==> config.mk <==
export PLATFORM = sky130hd
export DESIGN_NAME = dcache_top
export DESIGN_NICKNAME = d
export VERILOG_FILES = /design/src/hw/dcache_geom_pkg.sv /design/src/hw/dcache_bus_pkg.sv /design/src/hw/dcache_ctrl.sv /design/src/hw/dcache_flush_walker.sv /design/src/hw/dcache_mem_port.sv /design/src/hw/dcache_top.sv /design/src/hw/dcache_ways.sv
export SDC_FILE = /design/constraint.sdc
export NUM_CORES = 2
export LEC_CHECK = 0
export BUFFER_PORTS_ARGS = -buffer_cell sky130_fd_sc_hd__buf_2
export CORE_MARGIN = 2
export CORE_UTILIZATION = 65
export DETAILED_ROUTE_END_ITERATION = 10
export PLACE_DENSITY_LB_ADDON = 0.1
export SETUP_SLACK_MARGIN = 0.05
export SYNTH_ARGS = -nofsm -noshare
export SYNTH_HDL_FRONTEND = slang
export SYNTH_HIERARCHICAL = 1
export SYNTH_SLANG_ARGS = --single-unit
==> constraint.sdc <==
create_clock -name CLK -period 12.5 [get_ports CLK]
set_clock_uncertainty 0.15 [all_clocks]
set_input_delay 2.5 -clock CLK [delete_from_list [all_inputs] [get_ports CLK]]
set_output_delay 2.5 -clock CLK [all_outputs]
set_load 0.05 [all_outputs]
==> src/hw/dcache_geom_pkg.sv <==
`default_nettype none

package dcache_geom_pkg;

    // Word and cache shape
    localparam int WORD_W    = 32;
    localparam int WAY_COUNT = 2;
    localparam int SET_COUNT = 8;

    // Address field widths
    localparam int IDX_W = 3;
    localparam int BLK_W = 1;
    localparam int BYT_W = 2;
    localparam int TAG_W = WORD_W - IDX_W - BLK_W - BYT_W;

    typedef logic [WORD_W-1:0] word_t;

    // Byte address as the cache sees it
    typedef struct packed {
        logic [TAG_W-1:0] tag;
        logic [IDX_W-1:0] idx;
        logic [BLK_W-1:0] blkoff;
        logic [BYT_W-1:0] bytoff;
    } dcache_addr_t;

    // One block frame, two words of payload
    typedef struct packed {
        logic                      valid;
        logic                      dirty;
        logic [TAG_W-1:0]          tag;
        word_t [(1<<BLK_W)-1:0]    data;
    } dcache_frame_t;

    typedef logic             way_sel_t;
    typedef logic [IDX_W-1:0] set_idx_t;

endpackage

`default_nettype wire

==> src/hw/dcache_bus_pkg.sv <==
`default_nettype none

package dcache_bus_pkg;

    // Load value seen by the datapath while no hit is signalled
    localparam dcache_geom_pkg::word_t MISS_LOAD_VALUE = 32'hBAD1BAD1;

    // Datapath side
    typedef struct packed {
        logic                        ren;
        logic                        wen;
        dcache_geom_pkg::dcache_addr_t addr;
        dcache_geom_pkg::word_t      store;
    } dp_req_t;

    typedef struct packed {
        logic                   hit;
        dcache_geom_pkg::word_t load;
    } dp_rsp_t;

    // Memory side, one word per transfer
    typedef struct packed {
        logic                   ren;
        logic                   wen;
        dcache_geom_pkg::word_t addr;
        dcache_geom_pkg::word_t store;
    } mem_req_t;

    // dwait high means the current word is not done yet
    typedef struct packed {
        logic                   dwait;
        dcache_geom_pkg::word_t load;
    } mem_rsp_t;

    // Frame update requested by the FSM
    typedef enum logic [2:0] {
        FOP_NONE,
        FOP_WRITE,
        FOP_FILL0,
        FOP_FILL1,
        FOP_CLEAN
    } frame_op_t;

    // Which block a memory transfer belongs to
    typedef enum logic [1:0] {
        XFER_VICTIM,
        XFER_FILL,
        XFER_FLUSH
    } xfer_kind_t;

endpackage

`default_nettype wire

==> src/hw/dcache_ctrl.sv <==
`default_nettype none

module dcache_ctrl (
    input  logic                        CLK,
    input  logic                        nRST,
    input  dcache_bus_pkg::dp_req_t     dp_req,
    input  logic                        halt,
    input  logic                        hit,
    input  dcache_geom_pkg::way_sel_t   hit_way,
    input  logic                        victim_dirty,
    input  logic                        flush_dirty,
    input  logic                        flush_done,
    input  logic                        mem_wait,
    input  dcache_geom_pkg::word_t      load_word,
    output dcache_bus_pkg::dp_rsp_t     dp_rsp,
    output logic                        flushed,
    output logic                        mem_ren,
    output logic                        mem_wen,
    output dcache_bus_pkg::xfer_kind_t  kind,
    output logic                        word_sel,
    output dcache_bus_pkg::frame_op_t   frame_op,
    output dcache_geom_pkg::way_sel_t   op_way,
    output dcache_geom_pkg::way_sel_t   victim_way,
    output logic                        walk_start,
    output logic                        walk_step
);

    typedef enum logic [3:0] {
        ST_LOOKUP,
        ST_WB0,
        ST_WB1,
        ST_ALLOC0,
        ST_ALLOC1,
        ST_FLUSH_SCAN,
        ST_FLUSH_W0,
        ST_FLUSH_W1,
        ST_FLUSHED
    } state_t;

    state_t state_q, state_d;

    // Global replacement bit, picks the victim way
    dcache_geom_pkg::way_sel_t repl_q, repl_d;

    logic rsp_hit;

    always_ff @(posedge CLK, negedge nRST) begin
        if (!nRST) begin
            state_q <= ST_LOOKUP;
            repl_q  <= 1'b0;
        end else begin
            state_q <= state_d;
            repl_q  <= repl_d;
        end
    end

    // Hit only counts in lookup with a live request
    // Halt wins over a pending request
    assign rsp_hit = (state_q == ST_LOOKUP) && !halt &&
                     (dp_req.ren || dp_req.wen) && hit;

    assign dp_rsp.hit  = rsp_hit;
    assign dp_rsp.load = rsp_hit ? load_word : dcache_bus_pkg::MISS_LOAD_VALUE;

    assign flushed    = (state_q == ST_FLUSHED);
    assign victim_way = repl_q;

    always_comb begin
        state_d    = state_q;
        repl_d     = repl_q;
        mem_ren    = 1'b0;
        mem_wen    = 1'b0;
        kind       = dcache_bus_pkg::XFER_FILL;
        word_sel   = 1'b0;
        frame_op   = dcache_bus_pkg::FOP_NONE;
        op_way     = repl_q;
        walk_start = 1'b0;
        walk_step  = 1'b0;

        case (state_q)
            ST_LOOKUP: begin
                if (halt) begin
                    walk_start = 1'b1;
                    state_d    = ST_FLUSH_SCAN;
                end else if (dp_req.ren || dp_req.wen) begin
                    if (hit) begin
                        // Write hit lands at the next edge
                        if (dp_req.wen) begin
                            frame_op = dcache_bus_pkg::FOP_WRITE;
                            op_way   = hit_way;
                        end
                    end else begin
                        state_d = victim_dirty ? ST_WB0 : ST_ALLOC0;
                    end
                end
            end

            // Dirty victim goes out first
            ST_WB0: begin
                mem_wen = 1'b1;
                kind    = dcache_bus_pkg::XFER_VICTIM;
                if (!mem_wait) begin
                    state_d = ST_WB1;
                end
            end

            ST_WB1: begin
                mem_wen  = 1'b1;
                kind     = dcache_bus_pkg::XFER_VICTIM;
                word_sel = 1'b1;
                if (!mem_wait) begin
                    state_d = ST_ALLOC0;
                end
            end

            // Fill into the replacement way
            ST_ALLOC0: begin
                mem_ren = 1'b1;
                if (!mem_wait) begin
                    frame_op = dcache_bus_pkg::FOP_FILL0;
                    state_d  = ST_ALLOC1;
                end
            end

            ST_ALLOC1: begin
                mem_ren  = 1'b1;
                word_sel = 1'b1;
                if (!mem_wait) begin
                    frame_op = dcache_bus_pkg::FOP_FILL1;
                    repl_d   = ~repl_q;
                    state_d  = ST_LOOKUP;
                end
            end

            // One cycle per clean frame
            ST_FLUSH_SCAN: begin
                if (flush_done) begin
                    state_d = ST_FLUSHED;
                end else if (flush_dirty) begin
                    state_d = ST_FLUSH_W0;
                end else begin
                    walk_step = 1'b1;
                end
            end

            ST_FLUSH_W0: begin
                mem_wen = 1'b1;
                kind    = dcache_bus_pkg::XFER_FLUSH;
                if (!mem_wait) begin
                    state_d = ST_FLUSH_W1;
                end
            end

            ST_FLUSH_W1: begin
                mem_wen  = 1'b1;
                kind     = dcache_bus_pkg::XFER_FLUSH;
                word_sel = 1'b1;
                if (!mem_wait) begin
                    // Mark clean and move on together
                    frame_op  = dcache_bus_pkg::FOP_CLEAN;
                    walk_step = 1'b1;
                    state_d   = ST_FLUSH_SCAN;
                end
            end

            // Stays here until reset
            ST_FLUSHED: ;

            default: state_d = ST_LOOKUP;
        endcase
    end

endmodule

`default_nettype wire

==> src/hw/dcache_flush_walker.sv <==
`default_nettype none

module dcache_flush_walker (
    input  logic                      CLK,
    input  logic                      nRST,
    input  logic                      start,
    input  logic                      step,
    output dcache_geom_pkg::way_sel_t way,
    output dcache_geom_pkg::set_idx_t set,
    output logic                      done
);

    localparam int IDX_W = dcache_geom_pkg::IDX_W;

    // Way in the top bit, set below it
    logic [IDX_W:0] pos_q;
    logic           done_q;

    always_ff @(posedge CLK, negedge nRST) begin
        if (!nRST) begin
            pos_q  <= '0;
            done_q <= 1'b0;
        end else if (start) begin
            // Restart at way 0 set 0
            pos_q  <= '0;
            done_q <= 1'b0;
        end else if (step && !done_q) begin
            pos_q <= pos_q + 1'b1;
            // Last frame of way 1 just stepped past
            if (pos_q == '1) begin
                done_q <= 1'b1;
            end
        end
    end

    assign way  = pos_q[IDX_W];
    assign set  = pos_q[IDX_W-1:0];
    assign done = done_q;

endmodule

`default_nettype wire

==> src/hw/dcache_mem_port.sv <==
`default_nettype none

module dcache_mem_port (
    input  dcache_bus_pkg::xfer_kind_t     kind,
    input  logic                           word_sel,
    input  dcache_geom_pkg::dcache_addr_t  req_addr,
    input  dcache_geom_pkg::dcache_frame_t victim_frame,
    input  dcache_geom_pkg::dcache_frame_t flush_frame,
    input  dcache_geom_pkg::set_idx_t      flush_set,
    output dcache_geom_pkg::word_t         mem_addr,
    output dcache_geom_pkg::word_t         mem_store
);

    dcache_geom_pkg::dcache_addr_t fill_addr;
    dcache_geom_pkg::dcache_addr_t victim_addr;
    dcache_geom_pkg::dcache_addr_t flush_addr;

    always_comb begin
        // Fill reads the requested block word by word
        fill_addr        = req_addr;
        fill_addr.blkoff = word_sel;

        // Victim lives in the request set under its own tag
        victim_addr.tag    = victim_frame.tag;
        victim_addr.idx    = req_addr.idx;
        victim_addr.blkoff = word_sel;
        victim_addr.bytoff = '0;

        // Flush block comes from the walker position
        flush_addr.tag    = flush_frame.tag;
        flush_addr.idx    = flush_set;
        flush_addr.blkoff = word_sel;
        flush_addr.bytoff = '0;
    end

    always_comb begin
        case (kind)
            dcache_bus_pkg::XFER_VICTIM: begin
                mem_addr  = victim_addr;
                mem_store = victim_frame.data[word_sel];
            end
            dcache_bus_pkg::XFER_FLUSH: begin
                mem_addr  = flush_addr;
                mem_store = flush_frame.data[word_sel];
            end
            default: begin
                // Reads carry no store data
                mem_addr  = fill_addr;
                mem_store = '0;
            end
        endcase
    end

endmodule

`default_nettype wire

==> src/hw/dcache_top.sv <==
`default_nettype none

module dcache_top (
    input  logic                     CLK,
    input  logic                     nRST,
    input  dcache_bus_pkg::dp_req_t  dp_req,
    output dcache_bus_pkg::dp_rsp_t  dp_rsp,
    input  logic                     halt,
    output logic                     flushed,
    output dcache_bus_pkg::mem_req_t mem_req,
    input  dcache_bus_pkg::mem_rsp_t mem_rsp
);

    // Lookup results
    logic                           hit;
    dcache_geom_pkg::way_sel_t      hit_way;
    dcache_geom_pkg::word_t         load_word;
    dcache_geom_pkg::dcache_frame_t victim_frame;
    dcache_geom_pkg::dcache_frame_t flush_frame;

    // Controller commands
    dcache_bus_pkg::xfer_kind_t     kind;
    logic                           word_sel;
    dcache_bus_pkg::frame_op_t      frame_op;
    dcache_geom_pkg::way_sel_t      op_way;
    dcache_geom_pkg::way_sel_t      victim_way;
    logic                           walk_start;
    logic                           walk_step;

    // Flush walker position
    dcache_geom_pkg::way_sel_t      walk_way;
    dcache_geom_pkg::set_idx_t      walk_set;
    logic                           walk_done;

    dcache_ctrl ctrl0 (
        .CLK(CLK), .nRST(nRST), .dp_req(dp_req), .halt(halt),
        .hit(hit), .hit_way(hit_way), .victim_dirty(victim_frame.dirty),
        .flush_dirty(flush_frame.dirty), .flush_done(walk_done),
        .mem_wait(mem_rsp.dwait), .load_word(load_word), .dp_rsp(dp_rsp),
        .flushed(flushed), .mem_ren(mem_req.ren), .mem_wen(mem_req.wen),
        .kind(kind), .word_sel(word_sel), .frame_op(frame_op), .op_way(op_way),
        .victim_way(victim_way), .walk_start(walk_start), .walk_step(walk_step)
    );

    // Updates always target the request set, flush clean uses the walker
    dcache_ways ways0 (
        .CLK(CLK), .nRST(nRST), .lookup_addr(dp_req.addr), .frame_op(frame_op),
        .op_way(op_way), .op_set(dp_req.addr.idx), .store_word(dp_req.store),
        .fill_word(mem_rsp.load), .hit(hit), .hit_way(hit_way),
        .load_word(load_word), .victim_frame(victim_frame),
        .flush_frame(flush_frame), .flush_set(walk_set), .flush_way(walk_way),
        .victim_way(victim_way)
    );

    dcache_flush_walker walker0 (
        .CLK(CLK), .nRST(nRST), .start(walk_start), .step(walk_step),
        .way(walk_way), .set(walk_set), .done(walk_done)
    );

    dcache_mem_port port0 (
        .kind(kind), .word_sel(word_sel), .req_addr(dp_req.addr),
        .victim_frame(victim_frame), .flush_frame(flush_frame),
        .flush_set(walk_set), .mem_addr(mem_req.addr), .mem_store(mem_req.store)
    );

endmodule

`default_nettype wire

==> src/hw/dcache_ways.sv <==
`default_nettype none

module dcache_ways (
    input  logic                          CLK,
    input  logic                          nRST,
    input  dcache_geom_pkg::dcache_addr_t lookup_addr,
    input  dcache_bus_pkg::frame_op_t     frame_op,
    input  dcache_geom_pkg::way_sel_t     op_way,
    input  dcache_geom_pkg::set_idx_t     op_set,
    input  dcache_geom_pkg::word_t        store_word,
    input  dcache_geom_pkg::word_t        fill_word,
    output logic                          hit,
    output dcache_geom_pkg::way_sel_t     hit_way,
    output dcache_geom_pkg::word_t        load_word,
    output dcache_geom_pkg::dcache_frame_t victim_frame,
    output dcache_geom_pkg::dcache_frame_t flush_frame,
    input  dcache_geom_pkg::set_idx_t     flush_set,
    input  dcache_geom_pkg::way_sel_t     flush_way,
    input  dcache_geom_pkg::way_sel_t     victim_way
);

    localparam int WAYS = dcache_geom_pkg::WAY_COUNT;
    localparam int SETS = dcache_geom_pkg::SET_COUNT;

    // State bits per frame
    logic [WAYS-1:0][SETS-1:0] valid_q;
    logic [WAYS-1:0][SETS-1:0] dirty_q;

    // Tag and payload arrays
    logic [dcache_geom_pkg::TAG_W-1:0] tag_q [WAYS][SETS];
    dcache_geom_pkg::word_t [(1<<dcache_geom_pkg::BLK_W)-1:0] data_q [WAYS][SETS];

    logic [WAYS-1:0] match;

    // Tag compare in both ways of the indexed set
    always_comb begin
        for (int w = 0; w < WAYS; w++) begin
            match[w] = valid_q[w][lookup_addr.idx] &&
                       (tag_q[w][lookup_addr.idx] == lookup_addr.tag);
        end
    end

    assign hit       = |match;
    // Only one way can match a given tag
    assign hit_way   = match[1];
    assign load_word = data_q[hit_way][lookup_addr.idx][lookup_addr.blkoff];

    // Victim frame at the request set
    always_comb begin
        victim_frame.valid = valid_q[victim_way][lookup_addr.idx];
        victim_frame.dirty = dirty_q[victim_way][lookup_addr.idx];
        victim_frame.tag   = tag_q[victim_way][lookup_addr.idx];
        victim_frame.data  = data_q[victim_way][lookup_addr.idx];
    end

    // Frame under the flush walker
    always_comb begin
        flush_frame.valid = valid_q[flush_way][flush_set];
        flush_frame.dirty = dirty_q[flush_way][flush_set];
        flush_frame.tag   = tag_q[flush_way][flush_set];
        flush_frame.data  = data_q[flush_way][flush_set];
    end

    // Valid and dirty updates
    always_ff @(posedge CLK, negedge nRST) begin
        if (!nRST) begin
            valid_q <= '0;
            dirty_q <= '0;
        end else begin
            case (frame_op)
                dcache_bus_pkg::FOP_WRITE: dirty_q[op_way][op_set] <= 1'b1;
                dcache_bus_pkg::FOP_FILL1: begin
                    // Block complete, now valid and clean
                    valid_q[op_way][op_set] <= 1'b1;
                    dirty_q[op_way][op_set] <= 1'b0;
                end
                // Flush clean hits the walker position
                dcache_bus_pkg::FOP_CLEAN: dirty_q[flush_way][flush_set] <= 1'b0;
                default: ;
            endcase
        end
    end

    // Tag and data updates
    always_ff @(posedge CLK) begin
        case (frame_op)
            dcache_bus_pkg::FOP_WRITE:
                data_q[op_way][op_set][lookup_addr.blkoff] <= store_word;
            dcache_bus_pkg::FOP_FILL0:
                data_q[op_way][op_set][0] <= fill_word;
            dcache_bus_pkg::FOP_FILL1: begin
                data_q[op_way][op_set][1] <= fill_word;
                tag_q[op_way][op_set]     <= lookup_addr.tag;
            end
            default: ;
        endcase
    end

endmodule

`default_nettype wire

# Yosys cells after proc, flatten, opt, wreduce, memory -nomap -nowiden
# Memory sizes are Yosys's and may differ from the RTL's.
# Index checks and enable logic that the tools add are counted.
# W data, S select, Z words.
[word_totals]
reg_bits = 42
ram_bits = 1440
wordCells = 2248
memories = 2
[classes]
add_sub_neg = 1
magnitude_cmp = 15
eq_ne = 25
n_mux = 1133
bitwise_logic = 1035
reduce_logical = 29
[mem_list]
columns = ["name", "depth", "width", "rd", "rd_ports_with_merged_regs", "wr", "line", "text"]
rows = [
  ["ways0.data_q", 2, 512, 3, 0, 1, "dcache_ways.sv:31", "dcache_geom_pkg::word_t [(1<<dcache_geom_pkg::BLK_W)-1:0] data_q [WAYS][SETS];"],
  ["ways0.tag_q", 2, 208, 4, 0, 1, "dcache_ways.sv:30", "logic [dcache_geom_pkg::TAG_W-1:0] tag_q [WAYS][SETS];"],
]
[ops]
columns = ["cell", "count"]
rows = [
  ["$mux W512", 3],
  ["$mux W1", 1050],
  ["$or A1 B1 Y1", 1024],
  ["$bmux W64 S3", 3],
  ["$demux W64 S3", 3],
  ["$mux W64", 8],
  ["$bmux W26 S3", 4],
  ["$mux W32", 9],
  ["$mux W26", 9],
  ["$mux W208", 1],
  ["$pmux W32 S2", 2],
  ["$demux W26 S3", 1],
  ["$eq A26 B26 Y1", 2],
  ["$mux W4", 13],
  ["$mux W8", 6],
  ["$pmux W16 S3", 1],
  ["$pmux W4 S9", 1],
  ["$and A16 B16 Y16", 2],
  ["$demux W32 S1", 1],
  ["$not A16 Y16", 2],
  ["$or A16 B16 Y16", 2],
  ["$demux W8 S1", 2],
  ["$eq A4 B3 Y1 const B", 4],
  ["$bmux W1 S3", 4],
  ["37 further kinds", 81],
]

# Logic depth before layout (Yosys ltp)
[logic_depth]
ltp_word = 18
ltp_mapped = 20

# By module
# Netlist, hierarchy kept.
[by_module_without_submodules]
columns = ["mod", "n_inst", "cells_each", "area_each_um2", "seq_area_each_um2"]
rows = [
  ["dcache_ways", 1, 4621, 85076.6, 44042.2],
  ["dcache_mem_port", 1, 206, 1739.2, 0.0],
  ["dcache_ctrl", 1, 101, 738.2, 125.1],
  ["dcache_flush_walker", 1, 21, 237.7, 125.1],
]

# Worst setup path before layout
# Ideal clock, no wire load.
[synth_path]
kind = "input port to output port"
start = "input dp_req[37] in the netlist's numbering"
end = "output mem_req[45] in the netlist's numbering"
t_arrival_ns = 5.773
required_ns = 9.850
slack_ns = 4.077
stages = 11
path_cell_list = "buf_2 buf_2 buf_2 buf_2 buf_2 buf_4 buf_2 clkbuf_1 mux4_2 mux2i_1 o21ai_0"
[synth_rtl]
columns = ["element", "line", "text"]
rows = [
  ["start: declaration", "dcache_top.sv:6", "input dcache_bus_pkg::dp_req_t dp_req,"],
  ["end: declaration", "dcache_top.sv:10", "output dcache_bus_pkg::mem_req_t mem_req,"],
]

==> impl_metrics.env <==
export IMPL_grt_overflow=0
export IMPL_relSlewSlack_pct=11.7
export IMPL_hold_buffers=0
export IMPL_avgRoutedWirePerCell_um=41.9
export IMPL_crit_path_frequent_cell="buf_4"
export IMPL_grt_max_degree=140
export IMPL_core_um2=134000
export IMPL_cts_setup_buffers=0
export IMPL_drtPass1Iterations=6
export IMPL_setup_tns_final_ns=0
export IMPL_path_class="in2out"
export IMPL_syn_area_um2=87600
export IMPL_rsz0062_at_grt="false"
export IMPL_cts_htree_levels=4
export IMPL_setup_viol=0
export IMPL_ff2ff_path_depth=15
export IMPL_slowest_delay_ns=0.74
export IMPL_hp_class="reg2reg"
export IMPL_seq_power_share_pct=32.9
export IMPL_cts_root_buf="clkbuf_16"
export IMPL_drive_above_1_share_pct=47.6
export IMPL_die_area_um2=138000
export IMPL_switching_share_pct=36.6
export IMPL_cts_tree="built"
export IMPL_cts_buffers=158
export IMPL_max_freq_ghz=0.0971
export IMPL_power_share_clock_pct=27.5
export IMPL_gr_usage_all_layers_pct=41.9
export IMPL_path_buf_inv=4
export IMPL_final_nets=5002
export IMPL_vias=56600
export IMPL_drt_initial_drc_count=9555
export IMPL_die_height_um=371
export IMPL_whs_ns=0.315
export IMPL_crit_chain="buf_8 > buf_4 > mux2i_1 > mux4_2 > xor2_1 > o2111ai_1 > or4_1 > nor3_1 > a41o_1 > nor3b_4 > buf_4 > and2_1 > buf_2"
export IMPL_start_kind="input pin"
export IMPL_die_w_um=371
export IMPL_crit_end="dp_rsp[14]"
export IMPL_first_global_vias=56100
export IMPL_arrival_ns=7.65
export IMPL_total_power_mw=17.7
export IMPL_tightest_slew_ns=1.32
export IMPL_reg2reg_from="ways0/tag_q[1][21]$_DFFE_PP_"
export IMPL_syn_inst=4933
export IMPL_drtAntennaViolNets=0
export IMPL_synth_area_per_cell_um2=17.8
export IMPL_power_leakage_nw=30.3
export IMPL_drc=0
export IMPL_grt_antenna_before_repair=21
export IMPL_gp_congestion=0.888
export IMPL_endpoint_kind="primary output"
export IMPL_crit_start="dp_req[35]"
export IMPL_grt_pass1_wl_um=404000
export IMPL_cp_top_family="buffers and inverters"
export IMPL_drt_total_wl_um=285000
export IMPL_cellPowerDensity_nw_per_um2=185
export IMPL_p_switching_mw=6.46
export IMPL_cp_depth=13
export IMPL_initial_core_util_pct=65.5
export IMPL_crit_fanout=76
export IMPL_cp_required_ns=9.85
export IMPL_yosysWarnings=6
export IMPL_period_share_pct=82.4
export IMPL_syn_nets=5036
export IMPL_path_clk_slew_ns=0.05
export IMPL_peakVddDrop_mv=0.173
export IMPL_area_delta_synth_final_pct=9.06
export IMPL_p_int_mw=11.2
export IMPL_port_buffers=201
export IMPL_critPathSlowestCell="buf_4"
export IMPL_clock_latency_ns=0.81
export IMPL_cts_buffer_depth=3
export IMPL_r2r_slack_ns=5.68
export IMPL_comb_power_share_pct=39.6
export IMPL_io_pins=202
export IMPL_r2r_end="ways0/data_q[1][313]$_DFFE_PP_"
export IMPL_slew_viol_final=0
export IMPL_status="finished, final reports clean"
export IMPL_clkSinkCount=1482
export IMPL_cap_viol_max_count=0
export IMPL_dpl_hpwl_um=159000
export IMPL_placementRows=134
export IMPL_period_needed_ns=10.30
export IMPL_viasPerCell=8.31
export IMPL_cts_resized=0
export IMPL_hold_viol=0
sequential cells by signal (all words and copies together) (netlist names):
name and count:
ways0/data_q 1024, ways0/tag_q 416, ways0/dirty_q 16, ways0/valid_q 16, ctrl0/state_q 4, walker0/pos_q 4, ctrl0/victim_way 1, walker0/done 1
power by group through the flow:
stage               clock network [mW]  logic [mW]  registers [mW]
finish                            4.87        7.00            5.81
global route                      5.07        7.21            5.82
CTS                               4.89        6.88            5.80
detailed placement                   0        6.84            5.90
global placement                     0        6.78            5.90
floorplan                            0        5.12            5.73
placed cells by master (no fill, tap or decap), types with 13 or more instances in the layout:
master and count:
xnor2_1 33, clkinv_1 23, clkbuf_1 16, nand2_1 72, nand2b_1 22, mux2_2 578
xor2_1 20, nor2b_1 20, a211o_1 36, buf_4 114, nor2_1 26, mux4_2 1074
a221o_1 22, and2_1 20, clkinv_2 34, clkbuf_16 160, mux2_4 30, bufinv_16 22
o22ai_1 170, o22ai_2 30, or2_2 17, buf_2 197, nor2_4 48, o21ai_0 53
dfrtp_1 37, a21oi_1 13, mux2i_1 507, nand2_4 14, edfxtp_1 1440
worst min-delay path by stage:
stage,slack [ns],end,cells after the start,start
floorplan,0.28,ways0/valid_q[12]$_DFFE_PN0N_,1,ways0/valid_q[12]$_DFFE_PN0N_
global placement,0.30,ways0/valid_q[7]$_DFFE_PN0N_,1,ways0/valid_q[7]$_DFFE_PN0N_
detailed placement,0.30,ways0/valid_q[12]$_DFFE_PN0N_,1,ways0/valid_q[12]$_DFFE_PN0N_
CTS,0.31,ways0/valid_q[12]$_DFFE_PN0N_,1,ways0/valid_q[12]$_DFFE_PN0N_
global route,0.34,ways0/valid_q[12]$_DFFE_PN0N_,1,ways0/valid_q[12]$_DFFE_PN0N_
finish,0.31,ways0/valid_q[9]$_DFFE_PN0N_,1,ways0/valid_q[9]$_DFFE_PN0N_
through the flow:
step                worst slack, ns  util, %  std cells  instance area [µm²]
detailed placement             2.24     67.5       6507                90100
global route                   1.98     71.5       6802                95500
floorplan                      4.08        -       4933                87600
finish                         2.20     71.5       6806                95500
global placement               2.45     67.5       6507                90100
CTS                            2.25     71.4       6796                95500
layout make-up:
type / count / area [µm²]
Antenna cell: 10 / 25.0
Clock buffer: 179 / 4110
Clock inverter: 110 / 1230
Fill cell: 8266 / 38100
Inverter: 5 / 18.8
Multi-Input combinational cell: 2932 / 41600
Sequential cell: 1482 / 44300
Tap cell: 1768 / 2210
Timing Repair Buffer: 320 / 2010
metal layers:
layer  track usage, %  routed length [µm]
met3             13.1               43000
met4             22.5               17600
met2             62.0              129000
met1             56.2               95000
met5                0                 102
Power figures use the tool's default switching activity.
